--- config.mk ---
export PLATFORM = sky130hd
export DESIGN_NAME = regFile
export DESIGN_NICKNAME = d
export VERILOG_FILES = /design/src/hw/rvPkg.sv /design/src/hw/regFile.sv
export SDC_FILE = /design/constraint.sdc
export NUM_CORES = 2
export LEC_CHECK = 0
export BUFFER_PORTS_ARGS = -buffer_cell sky130_fd_sc_hd__buf_4
export CORE_ASPECT_RATIO = 0.6
export CORE_MARGIN = 4
export CORE_UTILIZATION = 60
export CTS_CLUSTER_DIAMETER = 200
export DETAILED_ROUTE_END_ITERATION = 16
export PLACE_DENSITY = 0.88
export SLEW_MARGIN = 20
export SYNTH_ARGS = -nofsm -noshare
export SYNTH_HDL_FRONTEND = slang
export SYNTH_SLANG_ARGS = --single-unit
export TNS_END_PERCENT = 5
--- constraint.sdc ---
create_clock -name clk -period 53.1 [get_ports clk]
set_input_delay 13.275 -clock clk [delete_from_list [all_inputs] [get_ports clk]]
set_output_delay 13.275 -clock clk [all_outputs]
set_load 0.01 [all_outputs]
--- src/hw/rvPkg.sv ---
`default_nettype none

package rvPkg;

    // Fixed by the RV32 ISA
    localparam int XLEN = 32;
    localparam int REG_COUNT = 32;
    localparam int REG_ADDR_W = 5;
    // PC advance per 32-bit word
    localparam logic [XLEN-1:0] PC_STEP = 32'd4;

    // Major opcodes handled by the core
    localparam logic [6:0] OP_LUI   = 7'b0110111;
    localparam logic [6:0] OP_AUIPC = 7'b0010111;
    localparam logic [6:0] OP_IMM   = 7'b0010011;
    localparam logic [6:0] OP_REG   = 7'b0110011;

    // funct7 groups
    localparam logic [6:0] F7_BASE   = 7'b0000000;
    // SUB and SRA/SRAI
    localparam logic [6:0] F7_ALT    = 7'b0100000;
    localparam logic [6:0] F7_MULDIV = 7'b0000001;

    // funct3 of the base ALU ops
    localparam logic [2:0] F3_ADD  = 3'b000;
    localparam logic [2:0] F3_SLL  = 3'b001;
    localparam logic [2:0] F3_SLT  = 3'b010;
    localparam logic [2:0] F3_SLTU = 3'b011;
    localparam logic [2:0] F3_XOR  = 3'b100;
    localparam logic [2:0] F3_SRL  = 3'b101;
    localparam logic [2:0] F3_OR   = 3'b110;
    localparam logic [2:0] F3_AND  = 3'b111;

    // funct3 of the multiply group, 1xx is divide/remainder
    localparam logic [2:0] F3_MUL    = 3'b000;
    localparam logic [2:0] F3_MULH   = 3'b001;
    localparam logic [2:0] F3_MULHSU = 3'b010;
    localparam logic [2:0] F3_MULHU  = 3'b011;

    // ALU operations
    typedef enum logic [4:0] {
        ADD, SUB, SLL, SLT, SLTU, XOR, SRL, SRA, OR, AND,
        MUL, MULH, MULHSU, MULHU,
        // Operand B straight through, for LUI
        PASSB
    } aluOpE;

    // R-type field layout
    typedef struct packed {
        logic [6:0]            funct7;
        logic [REG_ADDR_W-1:0] rs2;
        logic [REG_ADDR_W-1:0] rs1;
        logic [2:0]            funct3;
        logic [REG_ADDR_W-1:0] rd;
        logic [6:0]            opcode;
    } rFormatS;

    // I-type field layout
    typedef struct packed {
        logic [11:0]           imm12;
        logic [REG_ADDR_W-1:0] rs1;
        logic [2:0]            funct3;
        logic [REG_ADDR_W-1:0] rd;
        logic [6:0]            opcode;
    } iFormatS;

    // One instruction word, two views
    typedef union packed {
        rFormatS rFormat;
        iFormatS iFormat;
    } instrU;

    // Decode to operand
    typedef struct packed {
        logic                  valid;
        logic                  illegal;
        logic [REG_ADDR_W-1:0] rd;
        logic [REG_ADDR_W-1:0] rs1;
        logic [REG_ADDR_W-1:0] rs2;
        logic                  useImm;
        // AUIPC takes the PC as operand A
        logic                  usePc;
        logic                  writesRd;
        aluOpE                 aluOp;
        logic [XLEN-1:0]       imm;
        logic [XLEN-1:0]       pc;
    } decodedPkt;

    // Operand to execute
    typedef struct packed {
        logic                  valid;
        logic                  illegal;
        logic [REG_ADDR_W-1:0] rd;
        logic                  writesRd;
        aluOpE                 aluOp;
        logic [XLEN-1:0]       opA;
        logic [XLEN-1:0]       opB;
    } operandPkt;

    // Execute to register file and ports
    typedef struct packed {
        logic                  valid;
        logic                  illegal;
        logic [REG_ADDR_W-1:0] rd;
        logic                  writesRd;
        logic [XLEN-1:0]       data;
    } retirePkt;

endpackage

`default_nettype wire
--- src/hw/regFile.sv ---
`timescale 1ns/1ns
`default_nettype none

module regFile
    import rvPkg::*;
(
    input  wire logic                  clk,
    input  wire logic                  rst,
    input  wire logic [REG_ADDR_W-1:0] rdAddrA,
    input  wire logic [REG_ADDR_W-1:0] rdAddrB,
    output logic      [XLEN-1:0]       rdDataA,
    output logic      [XLEN-1:0]       rdDataB,
    input  wire retirePkt              wr
);

    logic [XLEN-1:0] regs [REG_COUNT];
    logic            wrEn;

    // Retired, legal, writing, and not x0
    assign wrEn = wr.valid && wr.writesRd && !wr.illegal && (wr.rd != '0);

    always_ff @(posedge clk or posedge rst)
    begin
        if (rst)
        begin
            for (int i = 0; i < REG_COUNT; i++)
            begin
                regs[i] <= '0;
            end
        end
        else if (wrEn)
        begin
            regs[wr.rd] <= wr.data;
        end
    end

    // Combinational reads, x0 hardwired
    assign rdDataA = (rdAddrA == '0) ? '0 : regs[rdAddrA];
    assign rdDataB = (rdAddrB == '0) ? '0 : regs[rdAddrB];

endmodule

`default_nettype wire

==> results.md <==
- WL/cell: ~35 um
- Mapped Cells: roughly 3800
- Slew Viols, Final: 0
- PortBufs: 115
- Vias in the first global route: 37600
- Top reg by flops: regs
- Worst skew pair latency: 0.70 ns
- GR Util All Layers: 0.355
- Tmin final: 31.54 ns
- Postcts setup bufs: 0
- Post-route setup TNS: 0 ns
- Critical Path Fanout Max: between 100 and 150
- Global-route wire length before repair: 254 mm
- DP Worst Slack: between 20 and 25 ns
- Syn nets: between 3000 and 4000
- Max-cap viol count: 0
- ANT nets after route: 0
- GRT met3 Usage: 0.121
- Seq/Total Area, Yosys: 0.468
- Worst hold path type: reg -> reg
- Core ar.: roughly 90000 um^2
- Number of antenna violations at the first check in global routing: 6
- CP Class: in -> out
- #FFs+latches synth: 1024
- Setup WS post-layout: between 20 and 25 ns
- Worst-path clk slew: 0.06 ns
- Mapped cell area: 54700 um^2
- Largest registers: regs: 1024 flops
- DRC viols: 0
- Vias per cell: roughly 7.6
- Post-synth ARST share: 1.00
- Cts hold-fix bufs: 0
- Post-cts resize count: 0
- Final setup viols: 0
- Initial core utilization: 0.607
- Outcome: finished, final reports clean
- Largest net degree at the start of global routing: 170
- CTS buffer count: 90
- Worst setup SP type: input port
- Clk_skew: 0 ns
- Arrival @ worst endpoint: approximately 18 ns
- Ports: 116
- HPWL Detailed: 90.6 mm
- Rel. slew slack: 0.181
- Layout cell share with drive strength beyond 1: 0.369
- GRT Residual Overflow: 0
- Pwr Density: 31.4 nW/um^2
- Top Usage Layer GRT: met2
- Syn_area_per_cell: around 15 um^2
- VDD IR max: 0.0255 mV
- Fin. Hold Viols: 0
- Crit path required time: between 30 and 40 ns
- Fmax: 31.7 MHz
- Leakage power: roughly 0.028 uW
- Met2 usage: 0.510
- Max H-tree Level: 3
- Most area-hungry cell type in the Yosys netlist: dfrtp_1
- Max clock buf depth: 3
- Layout Nets: around 3700
- Iter 0 DRT Violations: 5595
- Row cnt: 85
- Synthesis-to-layout area growth: 7.97%
- Gpl congestion: 0.842
- Yosys synthesis warning count: 0
- Setup repair after global routing missed its margin: no
- Clock sinks: 1024
- Die area: about 96000 um^2
- Worst slew pin tran: 1.23 ns
- CTS tree: yes
- Fin crit share: 0.594
- Die height: ~240 um
- Root buffer cell: clkbuf_16
- Crit end category: output port
- DRT Pass-1 Iters: 6
- Grt met1 use: 0.476
- Vias post-DR: between 30000 and 40000
- Number of synthesized flops with an enable pin: 0
- Synth top area share: 0.468
- DIE WIDTH: slightly below 400 um
- Synth area leaders: dfrtp_1, mux4_2, mux2_2
- Total Wirelength: 172 mm
- Main synth FF type: dfrtp_1
- Max FFs per register: about 1000
- Post-synthesis cell type count: 48
layout make-up:
class,instances,area (um^2)
clock inverter,46,544
antenna,9,22.5
multi-input combinational,2290,27300
timing repair buffer,195,1540
tap,1218,1520
clock buffer,120,2550
fill,6083,31000
sequential,1024,25600
inverter,1,11.3
routing by layer:
layer	share of wire	routed length (um)
met1	0.37	62800
met2	0.43	74700
met3	0.14	23500
met4	0.064	11000
met5	0.00045	78
synthesized netlist by cell type, drive strengths merged (2+ instances only):
cell type  instances
mux2            1029
dfrtp           1024
mux4             371
mux2i            297
clkbuf           241
buf              200
a22oi             92
a211oi            82
nor2b             70
a21oi             46
a22o              45
o21ai             34
nor4              32
a2111oi           31
o22ai             26
o221ai            25
nor3              24
nor2              21
nand2             19
nand3b             6
nand2b             5
nand3              5
a221oi             4
or4                4
a21o               3
and2               3
and3               2
nor3b              2
nor4b              2
o211a              2
or3b               2
final timing paths:
path,start,slack (ns),depth (start not counted),endpoint
worst max-delay path,rdAddrA[0],21.56,9,rdDataA[21]
worst min-delay path,regs[1018],0.40,0,regs[1018]
worst max register to register,regs[396],52.23,1,regs[396]
worst min register to register,regs[1018],0.40,0,regs[1018]
max in group asynchronous,rst,36.38,6,regs[481]
min in group asynchronous,rst,12.75,2,regs[593]
per-stage QoR:
stage	utilization	cell area (um^2)	cells	total power [uW]	hold WS, ns
finish	0.656	59100	4903	1850	0.402
global route	0.656	59100	4896	1910	0.410
CTS	0.655	59000	4894	1850	0.398
detailed placement	0.621	55900	4728	1150	0.384
global placement	0.621	55900	4728	1140	0.384
floorplan	-	54700	3756	1070	0.441
critical path, cell delays in order:
cell,delay [ns]
buf_8,0.58
buf_4,0.79
buf_12,0.62
buf_4,0.84
mux4_2,0.35
nor2b_1,0.17
a2111oi_0,0.10
a2111oi_1,0.98
buf_4,0.26
kinds of logic after synthesis:
family | share of synthesized area
multiplexers | 0.419
flip-flops | 0.468
buffers and inverters | 0.0379
AO/OA/AOI/OAI | 0.0532
AND/OR/NAND/NOR | 0.0216
placed cells by master, fill, tap and decap left out, drive strengths merged, types with 46 or more instances in the layout:
| cell | Yosys | routed |
|---|---|---|
| a211oi | 82 | 82 |
| a21oi | 46 | 46 |
| a22oi | 92 | 92 |
| buf | 200 | 194 |
| clkbuf | 241 | 121 |
| dfrtp | 1024 | 1024 |
| mux2 | 1029 | 1029 |
| mux2i | 297 | 297 |
| mux4 | 371 | 371 |
| nor2b | 70 | 70 |
report_power, final:
part	switching, uW	total [uW]	internal (uW)
clock	315	708	393
sequential	52.8	895	842
combinational	127	252	125
total	495	1850	1360
Note: power is estimated with default switching activity, not from simulation.
