### config.mk
export PLATFORM = sky130hd
export DESIGN_NAME = executeStage
export DESIGN_NICKNAME = d
export VERILOG_FILES = /design/src/hw/rvPkg.sv /design/src/hw/executeStage.sv
export SDC_FILE = /design/constraint.sdc
export NUM_CORES = 2
export LEC_CHECK = 0
export ABC_AREA = 1
export BUFFER_PORTS_ARGS = -buffer_cell sky130_fd_sc_hd__buf_2
export CORE_MARGIN = 1
export CORE_UTILIZATION = 40
export CTS_BUF_LIST = sky130_fd_sc_hd__clkbuf_8
export DETAILED_ROUTE_END_ITERATION = 6
export GPL_TIMING_DRIVEN = 0
export SYNTH_ARGS = -nofsm -noshare
export SYNTH_HDL_FRONTEND = slang
export SYNTH_SLANG_ARGS = --single-unit
### constraint.sdc
create_clock -name clk -period 18.7 [get_ports clk]
set_input_delay 3.74 -clock clk [delete_from_list [all_inputs] [get_ports clk]]
set_output_delay 3.74 -clock clk [all_outputs]
set_load 0.02 [all_outputs]
### src/hw/rvPkg.sv
`default_nettype none

package rvPkg;

    // Fixed by the RV32 ISA
    localparam int XLEN = 32;
    localparam int REG_COUNT = 32;
    localparam int REG_ADDR_W = 5;
    // PC advance per 32-bit word
    localparam logic [XLEN-1:0] PC_STEP = 32'd4;

    // Major opcodes handled by the core
    localparam logic [6:0] OP_LUI   = 7'b0110111;
    localparam logic [6:0] OP_AUIPC = 7'b0010111;
    localparam logic [6:0] OP_IMM   = 7'b0010011;
    localparam logic [6:0] OP_REG   = 7'b0110011;

    // funct7 groups
    localparam logic [6:0] F7_BASE   = 7'b0000000;
    // SUB and SRA/SRAI
    localparam logic [6:0] F7_ALT    = 7'b0100000;
    localparam logic [6:0] F7_MULDIV = 7'b0000001;

    // funct3 of the base ALU ops
    localparam logic [2:0] F3_ADD  = 3'b000;
    localparam logic [2:0] F3_SLL  = 3'b001;
    localparam logic [2:0] F3_SLT  = 3'b010;
    localparam logic [2:0] F3_SLTU = 3'b011;
    localparam logic [2:0] F3_XOR  = 3'b100;
    localparam logic [2:0] F3_SRL  = 3'b101;
    localparam logic [2:0] F3_OR   = 3'b110;
    localparam logic [2:0] F3_AND  = 3'b111;

    // funct3 of the multiply group, 1xx is divide/remainder
    localparam logic [2:0] F3_MUL    = 3'b000;
    localparam logic [2:0] F3_MULH   = 3'b001;
    localparam logic [2:0] F3_MULHSU = 3'b010;
    localparam logic [2:0] F3_MULHU  = 3'b011;

    // ALU operations
    typedef enum logic [4:0] {
        ADD, SUB, SLL, SLT, SLTU, XOR, SRL, SRA, OR, AND,
        MUL, MULH, MULHSU, MULHU,
        // Operand B straight through, for LUI
        PASSB
    } aluOpE;

    // R-type field layout
    typedef struct packed {
        logic [6:0]            funct7;
        logic [REG_ADDR_W-1:0] rs2;
        logic [REG_ADDR_W-1:0] rs1;
        logic [2:0]            funct3;
        logic [REG_ADDR_W-1:0] rd;
        logic [6:0]            opcode;
    } rFormatS;

    // I-type field layout
    typedef struct packed {
        logic [11:0]           imm12;
        logic [REG_ADDR_W-1:0] rs1;
        logic [2:0]            funct3;
        logic [REG_ADDR_W-1:0] rd;
        logic [6:0]            opcode;
    } iFormatS;

    // One instruction word, two views
    typedef union packed {
        rFormatS rFormat;
        iFormatS iFormat;
    } instrU;

    // Decode to operand
    typedef struct packed {
        logic                  valid;
        logic                  illegal;
        logic [REG_ADDR_W-1:0] rd;
        logic [REG_ADDR_W-1:0] rs1;
        logic [REG_ADDR_W-1:0] rs2;
        logic                  useImm;
        // AUIPC takes the PC as operand A
        logic                  usePc;
        logic                  writesRd;
        aluOpE                 aluOp;
        logic [XLEN-1:0]       imm;
        logic [XLEN-1:0]       pc;
    } decodedPkt;

    // Operand to execute
    typedef struct packed {
        logic                  valid;
        logic                  illegal;
        logic [REG_ADDR_W-1:0] rd;
        logic                  writesRd;
        aluOpE                 aluOp;
        logic [XLEN-1:0]       opA;
        logic [XLEN-1:0]       opB;
    } operandPkt;

    // Execute to register file and ports
    typedef struct packed {
        logic                  valid;
        logic                  illegal;
        logic [REG_ADDR_W-1:0] rd;
        logic                  writesRd;
        logic [XLEN-1:0]       data;
    } retirePkt;

endpackage

`default_nettype wire
### src/hw/executeStage.sv
`timescale 1ns/1ns
`default_nettype none

module executeStage
    import rvPkg::*;
(
    input  wire logic      clk,
    input  wire logic      rst,
    input  wire operandPkt ops,
    output retirePkt       fwdResult,
    output retirePkt       ret
);

    logic                     signA;
    logic                     signB;
    logic signed [XLEN:0]     mulA;
    logic signed [XLEN:0]     mulB;
    logic signed [2*XLEN+1:0] product;
    logic [4:0]               shamt;
    logic [XLEN-1:0]          result;

    // Shift amount from the low 5 bits of B
    assign shamt = ops.opB[4:0];

    // One 33x33 signed multiplier covers all four variants
    assign signA = (ops.aluOp == MULH) || (ops.aluOp == MULHSU);
    assign signB = (ops.aluOp == MULH);
    // Extend by one bit, sign or zero per operand
    assign mulA = {signA & ops.opA[XLEN-1], ops.opA};
    assign mulB = {signB & ops.opB[XLEN-1], ops.opB};
    assign product = mulA * mulB;

    always_comb
    begin
        case (ops.aluOp)
            ADD:     result = ops.opA + ops.opB;
            SUB:     result = ops.opA - ops.opB;
            SLL:     result = ops.opA << shamt;
            SRL:     result = ops.opA >> shamt;
            SRA:     result = $unsigned($signed(ops.opA) >>> shamt);
            // Compares yield 0 or 1
            SLT:     result = {{(XLEN-1){1'b0}}, $signed(ops.opA) < $signed(ops.opB)};
            SLTU:    result = {{(XLEN-1){1'b0}}, ops.opA < ops.opB};
            XOR:     result = ops.opA ^ ops.opB;
            OR:      result = ops.opA | ops.opB;
            AND:     result = ops.opA & ops.opB;
            // Low word is sign independent
            MUL:     result = product[XLEN-1:0];
            MULH:    result = product[2*XLEN-1:XLEN];
            MULHSU:  result = product[2*XLEN-1:XLEN];
            MULHU:   result = product[2*XLEN-1:XLEN];
            PASSB:   result = ops.opB;
            default: result = '0;
        endcase
    end

    // Unregistered result for forwarding to operand
    always_comb
    begin
        fwdResult.valid    = ops.valid;
        fwdResult.illegal  = ops.illegal;
        fwdResult.rd       = ops.rd;
        fwdResult.writesRd = ops.writesRd;
        fwdResult.data     = result;
    end

    // Retire register
    always_ff @(posedge clk or posedge rst)
    begin
        if (rst)
        begin
            ret <= '0;
        end
        else
        begin
            ret <= fwdResult;
        end
    end

endmodule

`default_nettype wire

==> flow_summary.json <==
{
  "tns_ps": 0,
  "drt_iter0_markers": 6161,
  "synth_flop_cell": "dfrtp_1",
  "startpoint_type": "input port",
  "crit_required_ps": 14960,
  "cp.arrival_ps": 14730,
  "grt_max_degree": 41,
  "synth_xor_area_share_pct": 0.2078,
  "die_x_um": 357.6,
  "portBuffers": 158,
  "min_path_type": "in -> reg",
  "synthMuxAreaShare_pct": 0.1187,
  "run_status": "complete, but fails checks",
  "rsz0062_at_grt": "no",
  "yosys.area_share.simple_pct": 21.53,
  "antenna_found_initial": 23,
  "largest-register": "ret",
  "ctsResizeCount": 0,
  "synth.yosys.seq_area_share_pct": 1.979,
  "synth_edf_count": 0,
  "die_y_um": 357.6,
  "num_rows": 130,
  "setup_violations": 0,
  "syn_nets": 8553,
  "first_pass_iters": 7,
  "whs_path_depth": 1,
  "cpPeakStageDelay_ps": 910,
  "ctsRootBufferMaster": "clkbuf_8",
  "crit_top_cell": "fa_1",
  "totalWireLength_um": 269400,
  "violations": "design-rule violations, max-capacitance violations, max-slew violations",
  "cts_max_path_buffers": 2,
  "vias": 49910,
  "tightest_slew_ps": 1743,
  "syn2layout_area_growth_pct": 5.970,
  "dpl_cell_area_sq_mm": 0.05344,
  "gp_congestion": 1.116,
  "synth_top_family_by_area": "adder cells",
  "cts_tree": "built",
  "path_class": "in -> out",
  "drc_errors": 2,
  "grt-ovfl-total": 0,
  "finalNonFillerCells": 8867,
  "final_antenna_net_count": 0,
  "grtUsageTotal_pct": 42.18,
  "hold_viol_final": 0,
  "yosys_warnings": 0,
  "endpoint_kind": "output pin",
  "drv_cap": 1,
  "core_area_sq_mm": 0.1256,
  "layout-drive-gt1-share_pct": 4.498,
  "synth.avg_cell_area_sq_um": 7.188,
  "syn-cell-area_sq_mm": 0.05059,
  "clock-sinks": 40,
  "drv_slew": 2,
  "dpl.cell_count": 8846,
  "io_pins": 159,
  "post-cts-setup-buffer-count": 0,
  "wl_per_cell_um": 30.39,
  "min_period_ps": 18470,
  "vias_per_cell": 5.629,
  "initial_core_util_pct": 40.29,
  "synth_cells": 7038,
  "fmax_mhz": 54.13,
  "critPathSlowestCell": "fa_1",
  "place_hpwl_um": 235400,
  "max_slew_margin_pct": -17.41,
  "ys_types": 53,
  "period_share_pct": 98.78,
  "synth-compound-area-share_pct": 7.239,
  "final_nets": 8718,
  "fin_area_sq_mm": 0.05361,
  "first_global_vias": 49000,
  "cts.hold.buffers_added": 0,
  "synth_adder_area_share_pct": 52.24,
  "grt_pass1_wl_um": 373800,
  "synth_seq_cells": 40,
  "path_clk_slew_ps": 80,
  "dieArea_sq_mm": 0.1279,
  "largestRegisters": "ret: 40 flops",
  "numCtsBuffers": 5,
  "worstPathMaxFanout": 13,
  "htree_levels": 2,
  "synth-async-reset-ratio_pct": 100.0,
  "largest_reg_flops": 40
}
## metal layers
layer  GRT usage [%]  part of all wire (%)  vias up
met5               0                 0.038        -
met2           61.19                    41     3156
met3           10.21                    11      649
li1                -                     -    20880
met1           55.50                    39    25210
met4           28.98                   8.5       16
## through the flow
| step | util [%] | hold slack [ps] | worst slack, ps |
|---|---|---|---|
| global placement | 42.56 | 3861 | 319.4 |
| global route | 42.67 | 3538 | 98.14 |
| CTS | 42.66 | 3544 | 281.0 |
| detailed placement | 42.56 | 3863 | 334.8 |
| finish | 42.69 | 3551 | 227.5 |
| floorplan | - | 3771 | 3681 |
## cells in the mapped netlist, types with 13 or more instances
cell type | n | area [sq um]
nand4_1 | 49 | 306.5
o21ai_1 | 47 | 235.2
nand3_1 | 337 | 1687
o21a_1 | 13 | 97.59
nand2_1 | 1819 | 6828
inv_1 | 1830 | 6869
nor3_1 | 42 | 210.2
o22ai_1 | 39 | 244.0
buf_2 | 56 | 280.3
o21bai_1 | 20 | 150.1
o21ai_0 | 189 | 945.9
dfrtp_1 | 40 | 1001
nand3b_1 | 15 | 112.6
ha_1 | 309 | 3866
o211ai_1 | 32 | 240.2
inv_2 | 31 | 116.4
nor2_1 | 383 | 1438
a21oi_1 | 239 | 1196
clkbuf_1 | 242 | 908.4
fa_1 | 1127 | 22560
buf_1 | 28 | 105.1
## layout make-up
class	instances	area [sq um]
antenna	13	32.53
tap	1650	2064
multi-input combinational	4792	41150
inverter	1861	6985
fill	13590	71960
timing repair buffer	158	790.8
clock inverter	1	30.03
sequential	40	1001
buffer	345	1455
clock buffer	7	96.34
## final timing paths
kind / start / to / slack, ps
worst max-delay path: ops[63] / fwdResult[31] / 230
worst min-delay path: ops[71] / ret[34]$_DFF_PP0_ / 3550
max in group asynchronous: rst / ret[35]$_DFF_PP0_ / 14570
min in group asynchronous: rst / ret[34]$_DFF_PP0_ / 3610
## cell families after synthesis
logic type,Yosys count
compound gates,648
xor+xnor,12
fa+ha+maj,1436
buf+inv,2206
flops,40
mux,6
simple gates,2690
## layout by cell type, fill, tap and decap left out, types with 8 or more instances in the layout
| cell | synthesis | final |
|---|---|---|
| o21ai_1 | 47 | 47 |
| a21oi_1 | 239 | 239 |
| buf_1 | 28 | 28 |
| o21ai_0 | 189 | 189 |
| diode_2 | 0 | 13 |
| nor3_1 | 42 | 42 |
| o211ai_1 | 32 | 32 |
| nand3_1 | 337 | 337 |
| clkbuf_1 | 242 | 241 |
| or2_2 | 9 | 9 |
| nand2_1 | 1819 | 1819 |
| nor2_1 | 383 | 382 |
| inv_2 | 31 | 32 |
| buf_4 | 11 | 11 |
| a21boi_0 | 8 | 8 |
| fa_1 | 1127 | 1126 |
| nand4_1 | 49 | 49 |
| o21a_1 | 13 | 13 |
| a21o_1 | 9 | 9 |
| buf_2 | 56 | 214 |
| o22ai_1 | 39 | 39 |
| a31oi_1 | 10 | 10 |
| o21bai_1 | 20 | 20 |
| dfrtp_1 | 40 | 40 |
| nand3b_1 | 15 | 15 |
| a21oi_2 | 11 | 11 |
| inv_1 | 1830 | 1829 |
| ha_1 | 309 | 309 |
## worst max-delay path, delay by kind of cell
family	cells	cell delay, ps
buffers and inverters	11	3150
AND/OR/NAND/NOR	9	1370
adder cells (fa/ha/maj)	9	5380
AO/OA/AOI/OAI	2	1020
Power is left out: the tool's default activity adds up to more than one toggle a clock period on the data nets, which glitch-free logic cannot reach.
