<file path="config.mk">
export PLATFORM = sky130hd
export DESIGN_NAME = operandStage
export DESIGN_NICKNAME = d
export VERILOG_FILES = /design/src/hw/rvPkg.sv /design/src/hw/operandStage.sv
export SDC_FILE = /design/constraint.sdc
export NUM_CORES = 1
export LEC_CHECK = 0
export BUFFER_PORTS_ARGS = -buffer_cell sky130_fd_sc_hd__buf_2
export CORE_AREA = 2 2 125 127
export CTS_BUF_LIST = sky130_fd_sc_hd__clkbuf_4 sky130_fd_sc_hd__clkbuf_8
export DETAILED_ROUTE_END_ITERATION = 8
export DIE_AREA = 0 0 127 129
export GPL_ROUTABILITY_DRIVEN = 0
export SLEW_MARGIN = 20
export SYNTH_ARGS = -nofsm -noshare
export SYNTH_HDL_FRONTEND = slang
export SYNTH_SLANG_ARGS = --single-unit
</file>
<file path="constraint.sdc">
create_clock -name clk -period 2.1 [get_ports clk]
set_input_delay 0.21 -clock clk [delete_from_list [all_inputs] [get_ports clk]]
set_output_delay 0.21 -clock clk [all_outputs]
set_load 0.01 [all_outputs]
</file>
<file path="src/hw/rvPkg.sv">
`default_nettype none

package rvPkg;

    // Fixed by the RV32 ISA
    localparam int XLEN = 32;
    localparam int REG_COUNT = 32;
    localparam int REG_ADDR_W = 5;
    // PC advance per 32-bit word
    localparam logic [XLEN-1:0] PC_STEP = 32'd4;

    // Major opcodes handled by the core
    localparam logic [6:0] OP_LUI   = 7'b0110111;
    localparam logic [6:0] OP_AUIPC = 7'b0010111;
    localparam logic [6:0] OP_IMM   = 7'b0010011;
    localparam logic [6:0] OP_REG   = 7'b0110011;

    // funct7 groups
    localparam logic [6:0] F7_BASE   = 7'b0000000;
    // SUB and SRA/SRAI
    localparam logic [6:0] F7_ALT    = 7'b0100000;
    localparam logic [6:0] F7_MULDIV = 7'b0000001;

    // funct3 of the base ALU ops
    localparam logic [2:0] F3_ADD  = 3'b000;
    localparam logic [2:0] F3_SLL  = 3'b001;
    localparam logic [2:0] F3_SLT  = 3'b010;
    localparam logic [2:0] F3_SLTU = 3'b011;
    localparam logic [2:0] F3_XOR  = 3'b100;
    localparam logic [2:0] F3_SRL  = 3'b101;
    localparam logic [2:0] F3_OR   = 3'b110;
    localparam logic [2:0] F3_AND  = 3'b111;

    // funct3 of the multiply group, 1xx is divide/remainder
    localparam logic [2:0] F3_MUL    = 3'b000;
    localparam logic [2:0] F3_MULH   = 3'b001;
    localparam logic [2:0] F3_MULHSU = 3'b010;
    localparam logic [2:0] F3_MULHU  = 3'b011;

    // ALU operations
    typedef enum logic [4:0] {
        ADD, SUB, SLL, SLT, SLTU, XOR, SRL, SRA, OR, AND,
        MUL, MULH, MULHSU, MULHU,
        // Operand B straight through, for LUI
        PASSB
    } aluOpE;

    // R-type field layout
    typedef struct packed {
        logic [6:0]            funct7;
        logic [REG_ADDR_W-1:0] rs2;
        logic [REG_ADDR_W-1:0] rs1;
        logic [2:0]            funct3;
        logic [REG_ADDR_W-1:0] rd;
        logic [6:0]            opcode;
    } rFormatS;

    // I-type field layout
    typedef struct packed {
        logic [11:0]           imm12;
        logic [REG_ADDR_W-1:0] rs1;
        logic [2:0]            funct3;
        logic [REG_ADDR_W-1:0] rd;
        logic [6:0]            opcode;
    } iFormatS;

    // One instruction word, two views
    typedef union packed {
        rFormatS rFormat;
        iFormatS iFormat;
    } instrU;

    // Decode to operand
    typedef struct packed {
        logic                  valid;
        logic                  illegal;
        logic [REG_ADDR_W-1:0] rd;
        logic [REG_ADDR_W-1:0] rs1;
        logic [REG_ADDR_W-1:0] rs2;
        logic                  useImm;
        // AUIPC takes the PC as operand A
        logic                  usePc;
        logic                  writesRd;
        aluOpE                 aluOp;
        logic [XLEN-1:0]       imm;
        logic [XLEN-1:0]       pc;
    } decodedPkt;

    // Operand to execute
    typedef struct packed {
        logic                  valid;
        logic                  illegal;
        logic [REG_ADDR_W-1:0] rd;
        logic                  writesRd;
        aluOpE                 aluOp;
        logic [XLEN-1:0]       opA;
        logic [XLEN-1:0]       opB;
    } operandPkt;

    // Execute to register file and ports
    typedef struct packed {
        logic                  valid;
        logic                  illegal;
        logic [REG_ADDR_W-1:0] rd;
        logic                  writesRd;
        logic [XLEN-1:0]       data;
    } retirePkt;

endpackage

`default_nettype wire
</file>
<file path="src/hw/operandStage.sv">
`timescale 1ns/1ns
`default_nettype none

module operandStage
    import rvPkg::*;
(
    input  wire logic                  clk,
    input  wire logic                  rst,
    input  wire decodedPkt             dec,
    input  wire retirePkt              fwdExec,
    input  wire retirePkt              fwdRetire,
    output logic      [REG_ADDR_W-1:0] rdAddrA,
    output logic      [REG_ADDR_W-1:0] rdAddrB,
    input  wire logic [XLEN-1:0]       rdDataA,
    input  wire logic [XLEN-1:0]       rdDataB,
    output operandPkt                  ops
);

    logic [XLEN-1:0] srcA;
    logic [XLEN-1:0] srcB;
    operandPkt       opsNext;

    // A packet that will write this source register
    function automatic logic hits(input retirePkt p, input logic [REG_ADDR_W-1:0] rs);
        return p.valid && p.writesRd && !p.illegal && (p.rd != '0) && (p.rd == rs);
    endfunction

    // Youngest producer wins: execute, then retire, then the file
    function automatic logic [XLEN-1:0] resolve(input logic [REG_ADDR_W-1:0] rs,
                                                input logic [XLEN-1:0] rfData,
                                                input retirePkt execPkt,
                                                input retirePkt retirePktIn);
        if (hits(execPkt, rs))
        begin
            return execPkt.data;
        end
        if (hits(retirePktIn, rs))
        begin
            return retirePktIn.data;
        end
        return rfData;
    endfunction

    assign rdAddrA = dec.rs1;
    assign rdAddrB = dec.rs2;
    assign srcA = resolve(dec.rs1, rdDataA, fwdExec, fwdRetire);
    assign srcB = resolve(dec.rs2, rdDataB, fwdExec, fwdRetire);

    always_comb
    begin
        opsNext.valid    = dec.valid;
        opsNext.illegal  = dec.illegal;
        opsNext.rd       = dec.rd;
        opsNext.writesRd = dec.writesRd;
        opsNext.aluOp    = dec.aluOp;
        // PC for AUIPC, immediate for I and U forms
        opsNext.opA      = dec.usePc ? dec.pc : srcA;
        opsNext.opB      = dec.useImm ? dec.imm : srcB;
    end

    always_ff @(posedge clk or posedge rst)
    begin
        if (rst)
        begin
            ops <= '0;
        end
        else
        begin
            ops <= opsNext;
        end
    end

endmodule

`default_nettype wire

</file>
==> impl_metrics.env, run 1 <==
export IMPL_vias=5137
export IMPL_syn2layout_area_growth_pct=47.1
export IMPL_crit_required_ns=2.31
export IMPL_fp_dieH_um=129
export IMPL_htreeDepth=3
export IMPL_vias_per_cell=5.15
export IMPL_synth_top_cell_area_share=0.421
export IMPL_synth_fp_nets=727
export IMPL_nFillCells=1530
export IMPL_synth_top_family_by_area="compound AO/OA/AOI/OAI gates"
export IMPL_synth_enable_flop_cells=0
export IMPL_fin_crit_ns=1.53
export IMPL_p_per_area_nw_per_um2=549
export IMPL_yosysUniqueCellTypes=26
export IMPL_drc_errors=0
export IMPL_hold_viol_final=0
export IMPL_grt_pass1_wl_um=29300
export IMPL_ys_warn_count=0
export IMPL_arrival_ns=1.74
export IMPL_num_rows=45
export IMPL_root_buffer="clkbuf_8"
export IMPL_overflow=0
export IMPL_synth_xor_area_frac=0.0383
export IMPL_finalSetupViolations=0
export IMPL_firstDrtPassIters=4
export IMPL_status="finished clean"
export IMPL_ys_seq_elements=77
export IMPL_drv_cap=0
export IMPL_drt_iter0_markers=226
export IMPL_setup_worst_path_end_class="flip-flop"
export IMPL_setup_tns_ns=0
export IMPL_netlist_top_cell_by_area="dfrtp_1"
export IMPL_crit_family="simple AND/OR/NAND/NOR gates"
export IMPL_cts_path_max_buffers=2
export IMPL_design_die_area_um2=16400
export IMPL_synth_compound_area_frac=0.232
export IMPL_clk_pin_slew_worst_paths_ns=0.09
export IMPL_cts_buffers=9
export IMPL_fmax_mhz=654
export IMPL_drv_slew=0
export IMPL_grt_pass1_vias=5297
export IMPL_start_kind="input port"
export IMPL_dp_slack_ns=0.155
export IMPL_synth_simple_gate_area_frac=0.174
export IMPL_path_buf_inv=1
export IMPL_ys_flop_type="dfrtp_1"
export IMPL_drive_gt1_frac=0.480
export IMPL_slowest_stage="nor2_4"
export IMPL_worst_slack_ns=0.570
export IMPL_synthTopCellsByArea="dfrtp_1, o31ai_1, a221oi_2"
export IMPL_largestRegisters="ops x77"
export IMPL_final_period_utilization=0.728
export IMPL_worstSetupPathType="in2reg"
export IMPL_crit_chain="buf_2, nor3_1, a21oi_1, and3_1, nor2_4, a221oi_1"
export IMPL_final_nets=1039
export IMPL_hpwl_um=14500
export IMPL_maxSlewHeadroom=0.489
export IMPL_die_width_um=127
export IMPL_initial_utilization=0.305
export IMPL_syn_inst=492
export IMPL_seqCellArea_um2=1930
export IMPL_final_antenna_net_count=0
export IMPL_drt_total_wl_um=19200
export IMPL_cts_setup_buffers=0
export IMPL_synth_seq_area_share=0.421
export IMPL_multi_input_area_um2=2260
export IMPL_async_flop_share=1.00
export IMPL_portBuffers=321
export IMPL_synth_area_um2=4570
export IMPL_core_area_um2=15000
export IMPL_cts_tree="done"
export IMPL_leakagePower_nw=3.42
export IMPL_n_antenna_cell=0
export IMPL_cts_resized=0
export IMPL_synthAdderAreaFrac=0
export IMPL_synthMuxAreaShare=0.0416
export IMPL_avgSynthCellArea_um2=9.29
export IMPL_final_util=0.449
export IMPL_peakVddDrop_uv=223
export IMPL_slowest_delay_ns=0.58
export IMPL_routedWlPerCell_um=19.3
export IMPL_worstPathMaxFanout=19
export IMPL_cts_sinks=77
export IMPL_rsz0062_at_grt="no"
export IMPL_grt_start_max_net_pins=39
export IMPL_hold_path_class="in2reg"
export IMPL_worst_pin_slew_ns=0.765
export IMPL_largest_reg_flops=77
export IMPL_antenna_found_initial=0
export IMPL_top_register="ops"
export IMPL_grt_usage=0.234
export IMPL_ioPinCount=322
-- tightest hold or removal path, delay by kind of cell --
kind / cells / cell delay [ns]
AOI/OAI and AO/OA: 1 / 0.05
and+or+nand+nor: 1 / 0.04
buffers and inverters: 1 / 0.07
-- layer usage --
layer,vias to the layer above,share of wire,track usage
met1,2457,0.40,0.283
met4,0,0.025,0.0957
met3,27,0.075,0.0511
met2,250,0.50,0.404
met5,-,0,0
li1,2403,-,-
-- cell usage in the layout (no fill, tap or decap), types with 2 or more instances in the layout --
cell type	Yosys	layout
dlygate4sd3_1	0	14
a221oi_2	17	17
nor2_1	51	50
clkbuf_8	0	9
and3_1	20	18
nor3_1	23	23
inv_1	33	32
dfrtp_1	77	77
nand3_2	0	3
a211oi_1	28	28
clkinv_2	0	2
buf_4	11	18
mux2i_1	19	19
clkinvlp_4	0	3
xor2_1	20	20
a31oi_1	13	13
and3_2	0	2
nand2_1	45	45
buf_2	9	321
o31ai_1	45	45
a221oi_1	19	19
nand3b_1	2	2
and4_1	15	15
buf_12	1	5
-- stage by stage --
step	total power, W	hold slack (ns)	cell area, um2	instances
finish	0.00369	0.0404	6720	997
floorplan	0.00204	0.241	4580	492
CTS	0.00374	0.0170	6720	997
global route	0.00388	0.0277	6720	997
detailed placement	0.00255	0.319	6390	967
global placement	0.00254	0.318	6390	967
-- path summary, 6_finish.rpt --
| check | depth (start not counted) | to | slack (ns) | from |
|---|---|---|---|---|
| min in group asynchronous | 3 | ops[20] | 0.47 | rst |
| max in group asynchronous | 4 | ops[6] | 1.08 | rst |
| worst max-delay path | 6 | ops[32] | 0.57 | fwdExec[34] |
| worst min-delay path | 3 | ops[31] | 0.04 | dec[63] |
-- cells in the mapped netlist (15+ instances only) --
master,n
nor3_1,23
mux2i_1,19
o31ai_1,45
dfrtp_1,77
clkbuf_1,31
and4_1,15
and3_1,20
inv_1,33
a221oi_2,17
a211oi_1,28
a221oi_1,19
xor2_1,20
nand2_1,45
nor2_1,51
-- cell families (layout without fill, tap and decap cells) --
| family | after synthesis | count (layout) |
|---|---|---|
| and+or+nand+nor | 162 | 162 |
| AOI/OAI and AO/OA | 124 | 124 |
| buffers and inverters | 90 | 407 |
| DFF | 77 | 77 |
| xor gates and xnor gates | 20 | 20 |
| muxes | 19 | 19 |
-- repair_timing --
action	CTS	global route
endpoints found under the setup margin	0	0
hold endpoints to repair	34	0
hold buffers	14	0
-- report_power, final --
part	total [W]	internal, W	switching [W]	leakage, nW
Combinational	0.000913	0.000417	0.000496	2.42
Sequential	0.00162	0.00159	0.0000311	0.905
Clock	0.00116	0.000560	0.000599	0.0957
Total	0.00369	0.00257	0.00113	3.42
-- cell type report --
cell class | instances | area share
clock inverter | 6 | 0.00949
clock buffer | 10 | 0.0195
inverter | 33 | 0.0190
multi-input combinational | 325 | 0.336
sequential | 77 | 0.287
timing repair buffer | 358 | 0.295
tap | 188 | 0.0350
No activity file was read; power rests on OpenSTA's default activity.
==> inputs of run 2 (changes only) <==
--- a/config.mk
+++ b/config.mk
@@ -6,10 +6,10 @@
 export NUM_CORES = 1
 export LEC_CHECK = 0
 export BUFFER_PORTS_ARGS = -buffer_cell sky130_fd_sc_hd__buf_2
-export CORE_AREA = 2 2 125 127
+export CORE_AREA = 2 2 127 129
 export CTS_BUF_LIST = sky130_fd_sc_hd__clkbuf_4 sky130_fd_sc_hd__clkbuf_8
 export DETAILED_ROUTE_END_ITERATION = 8
-export DIE_AREA = 0 0 127 129
+export DIE_AREA = 0 0 129 131
 export GPL_ROUTABILITY_DRIVEN = 0
 export SLEW_MARGIN = 20
 export SYNTH_ARGS = -nofsm -noshare
==> constraint.sdc (replaced) <==
create_clock -name clk -period 1.45 [get_ports clk]
set_input_delay 0.145 -clock clk [delete_from_list [all_inputs] [get_ports clk]]
set_output_delay 0.145 -clock clk [all_outputs]
set_load 0.01 [all_outputs]
==> run 2 against run 1 <==
Cell area grew 9.9%. Setup slack lost 0.42 ns. Highest routed layer is now met5. Worst hold slack lost 0.022 ns. Count of clock-buffer cells in the layout shrank 1. Core utilization grew 2.5 points. Cell count grew 8.3%. Via count grew 5.9%. Combinational power grew 60%.
==> impl_metrics.env, run 2 (synthesis gave the netlist of run 1 again) <==
export IMPL_status="finished clean"
export IMPL_slowest_stage="nor3_1"
export IMPL_final_common_cell="buf_2"
export IMPL_cts_buffers=9
export IMPL_drive_gt1_frac=0.466
export IMPL_fmax_mhz=767
export IMPL_drv_cap=0
export IMPL_antenna_found_initial=1
export IMPL_portBuffers=321
export IMPL_pwr_share_comb=0.257
export IMPL_drt_total_wl_um=19300
export IMPL_path_buf_inv=2
export IMPL_num_rows=46
export IMPL_hold_viol_final=0
export IMPL_hold_path_class="in2reg"
export IMPL_finalSetupViolations=0
export IMPL_slowest_delay_ns=0.35
export IMPL_grt_usage=0.221
export IMPL_drc_errors=0
export IMPL_ioPinCount=322
export IMPL_hold_path_endpoint="ops[34]"
export IMPL_peakVddDrop_uv=406
export IMPL_drt_iter0_markers=291
export IMPL_switchingPower_w=0.00168
export IMPL_cts_resized=0
export IMPL_dp_slack_ns=-0.223
export IMPL_setup_tns_ns=0
export IMPL_setup_worst_path_end_class="flip-flop"
export IMPL_grt_pass1_wl_um=28500
export IMPL_hold_buffers=54
export IMPL_cts_sinks=77
export IMPL_overflow=0
export IMPL_final_antenna_net_count=0
export IMPL_worst_slack_ns=0.146
export IMPL_power_frac_seq=0.413
export IMPL_maxSlewHeadroom=0.675
export IMPL_root_buffer="clkbuf_8"
export IMPL_hpwl_um=14400
export IMPL_dpl_cell_count=1010
export IMPL_die_width_um=129
export IMPL_grt_use_met3=0.0407
export IMPL_p_int_w=0.00399
export IMPL_htreeDepth=3
export IMPL_syn2layout_area_growth_pct=61.6
export IMPL_clk_pin_slew_worst_paths_ns=0.09
export IMPL_design_die_area_um2=16900
export IMPL_cts_tree="done"
export IMPL_leakagePower_nw=3.71
export IMPL_core_area_um2=15600
export IMPL_largest_reg_flops=77
export IMPL_final_cell_mix="buf_2, dfrtp_1, dlygate4sd3_1"
export IMPL_rsz0062_at_grt="no"
export IMPL_worstPathMaxFanout=18
export IMPL_min_from="dec[2]"
export IMPL_grt_pass1_vias=5412
export IMPL_nFillCells=1542
export IMPL_drv_slew=0
export IMPL_final_period_utilization=0.900
export IMPL_final_nets=1094
export IMPL_routedWlPerCell_um=17.8
export IMPL_detailed_place_area_um2=6620
export IMPL_fp_dieH_um=131
export IMPL_fin_crit_ns=1.30
export IMPL_largestRegisters="ops x77"
export IMPL_fin_area_um2=7390
export IMPL_cts_setup_buffers=0
export IMPL_grt_start_max_net_pins=65
export IMPL_initial_utilization=0.293
export IMPL_grt_busiest_layer="met2"
export IMPL_arrival_ns=1.54
export IMPL_crit_family="simple AND/OR/NAND/NOR gates"
export IMPL_cts_path_max_buffers=2
export IMPL_p_per_area_nw_per_um2=768
export IMPL_clock_power_share=0.330
export IMPL_crit_required_ns=1.69
export IMPL_top_register="ops"
export IMPL_gr_usage_met2=0.389
export IMPL_gr_usage_met1=0.257
export IMPL_n_antenna_cell=0
export IMPL_firstDrtPassIters=4
export IMPL_worstSetupPathType="in2reg"
export IMPL_worst_pin_slew_ns=0.486
export IMPL_crit_chain="buf_2, nor3_1, a21oi_4, and3_2, buf_12, a211oi_1, o31ai_1"
export IMPL_vias_per_cell=5.04
export IMPL_finalNonFillerCells=1080
export IMPL_sw_frac_of_total=0.296
export IMPL_start_kind="input port"
export IMPL_vias=5440
export IMPL_whs_path_depth=3
-- run 2: cell count changes in the layout (fill, tap and decap cells not counted) --
cell,previous run,this run
buf_12,5,12
buf_4,18,26
bufinv_16,1,2
clkbuf_4,1,0
clkinv_2,2,1
clkinv_4,1,2
clkinvlp_4,3,2
dlygate4sd3_1,14,54
inv_6,0,1
-- run 2: stage by stage --
| step | hold WS, ns | utilization | power (W) |
|---|---|---|---|
| floorplan | 0.176 | - | 0.00296 |
| global placement | 0.245 | 0.425 | 0.00372 |
| detailed placement | 0.255 | 0.425 | 0.00373 |
| CTS | 0.0000194 | 0.474 | 0.00574 |
| global route | 0.0118 | 0.474 | 0.00595 |
| finish | 0.0182 | 0.474 | 0.00567 |
-- run 2: layout make-up --
type	instances	area, um2	area share
inverters	33	128	0.0173
flip-flops and latches	77	1930	0.261
well taps	216	270	0.0366
clock buffers	9	124	0.0168
repair buffers	413	2580	0.350
multi-input cells	325	2260	0.306
clock inverters	7	98.8	0.0134
-- run 2: worst max path at each step --
| stage | end | start | depth (start not counted) |
|---|---|---|---|
| floorplan | ops[45] | fwdExec[33] | 7 |
| global placement | ops[14] | fwdRetire[37] | 7 |
| detailed placement | ops[49] | fwdRetire[33] | 7 |
| CTS | ops[49] | fwdRetire[33] | 7 |
| global route | ops[38] | fwdExec[38] | 7 |
| finish | ops[49] | fwdRetire[33] | 7 |
-- run 2: metal layers --
metal,vias up,wire [um]
li1,2519,-
met1,2583,7580
met2,286,9660
met3,50,1310
met4,2,677
met5,-,13
-- run 2: power by group through the flow --
stage / Combinational [W] / Clock [W] / Sequential [W]
5_1_grt: 0.00159 / 0.00200 / 0.00236
2_1_floorplan: 0.000483 / 0 / 0.00248
3_3_place_gp: 0.00134 / 0 / 0.00238
4_1_cts: 0.00146 / 0.00194 / 0.00234
3_5_place_dp: 0.00135 / 0 / 0.00238
6_report: 0.00146 / 0.00187 / 0.00234
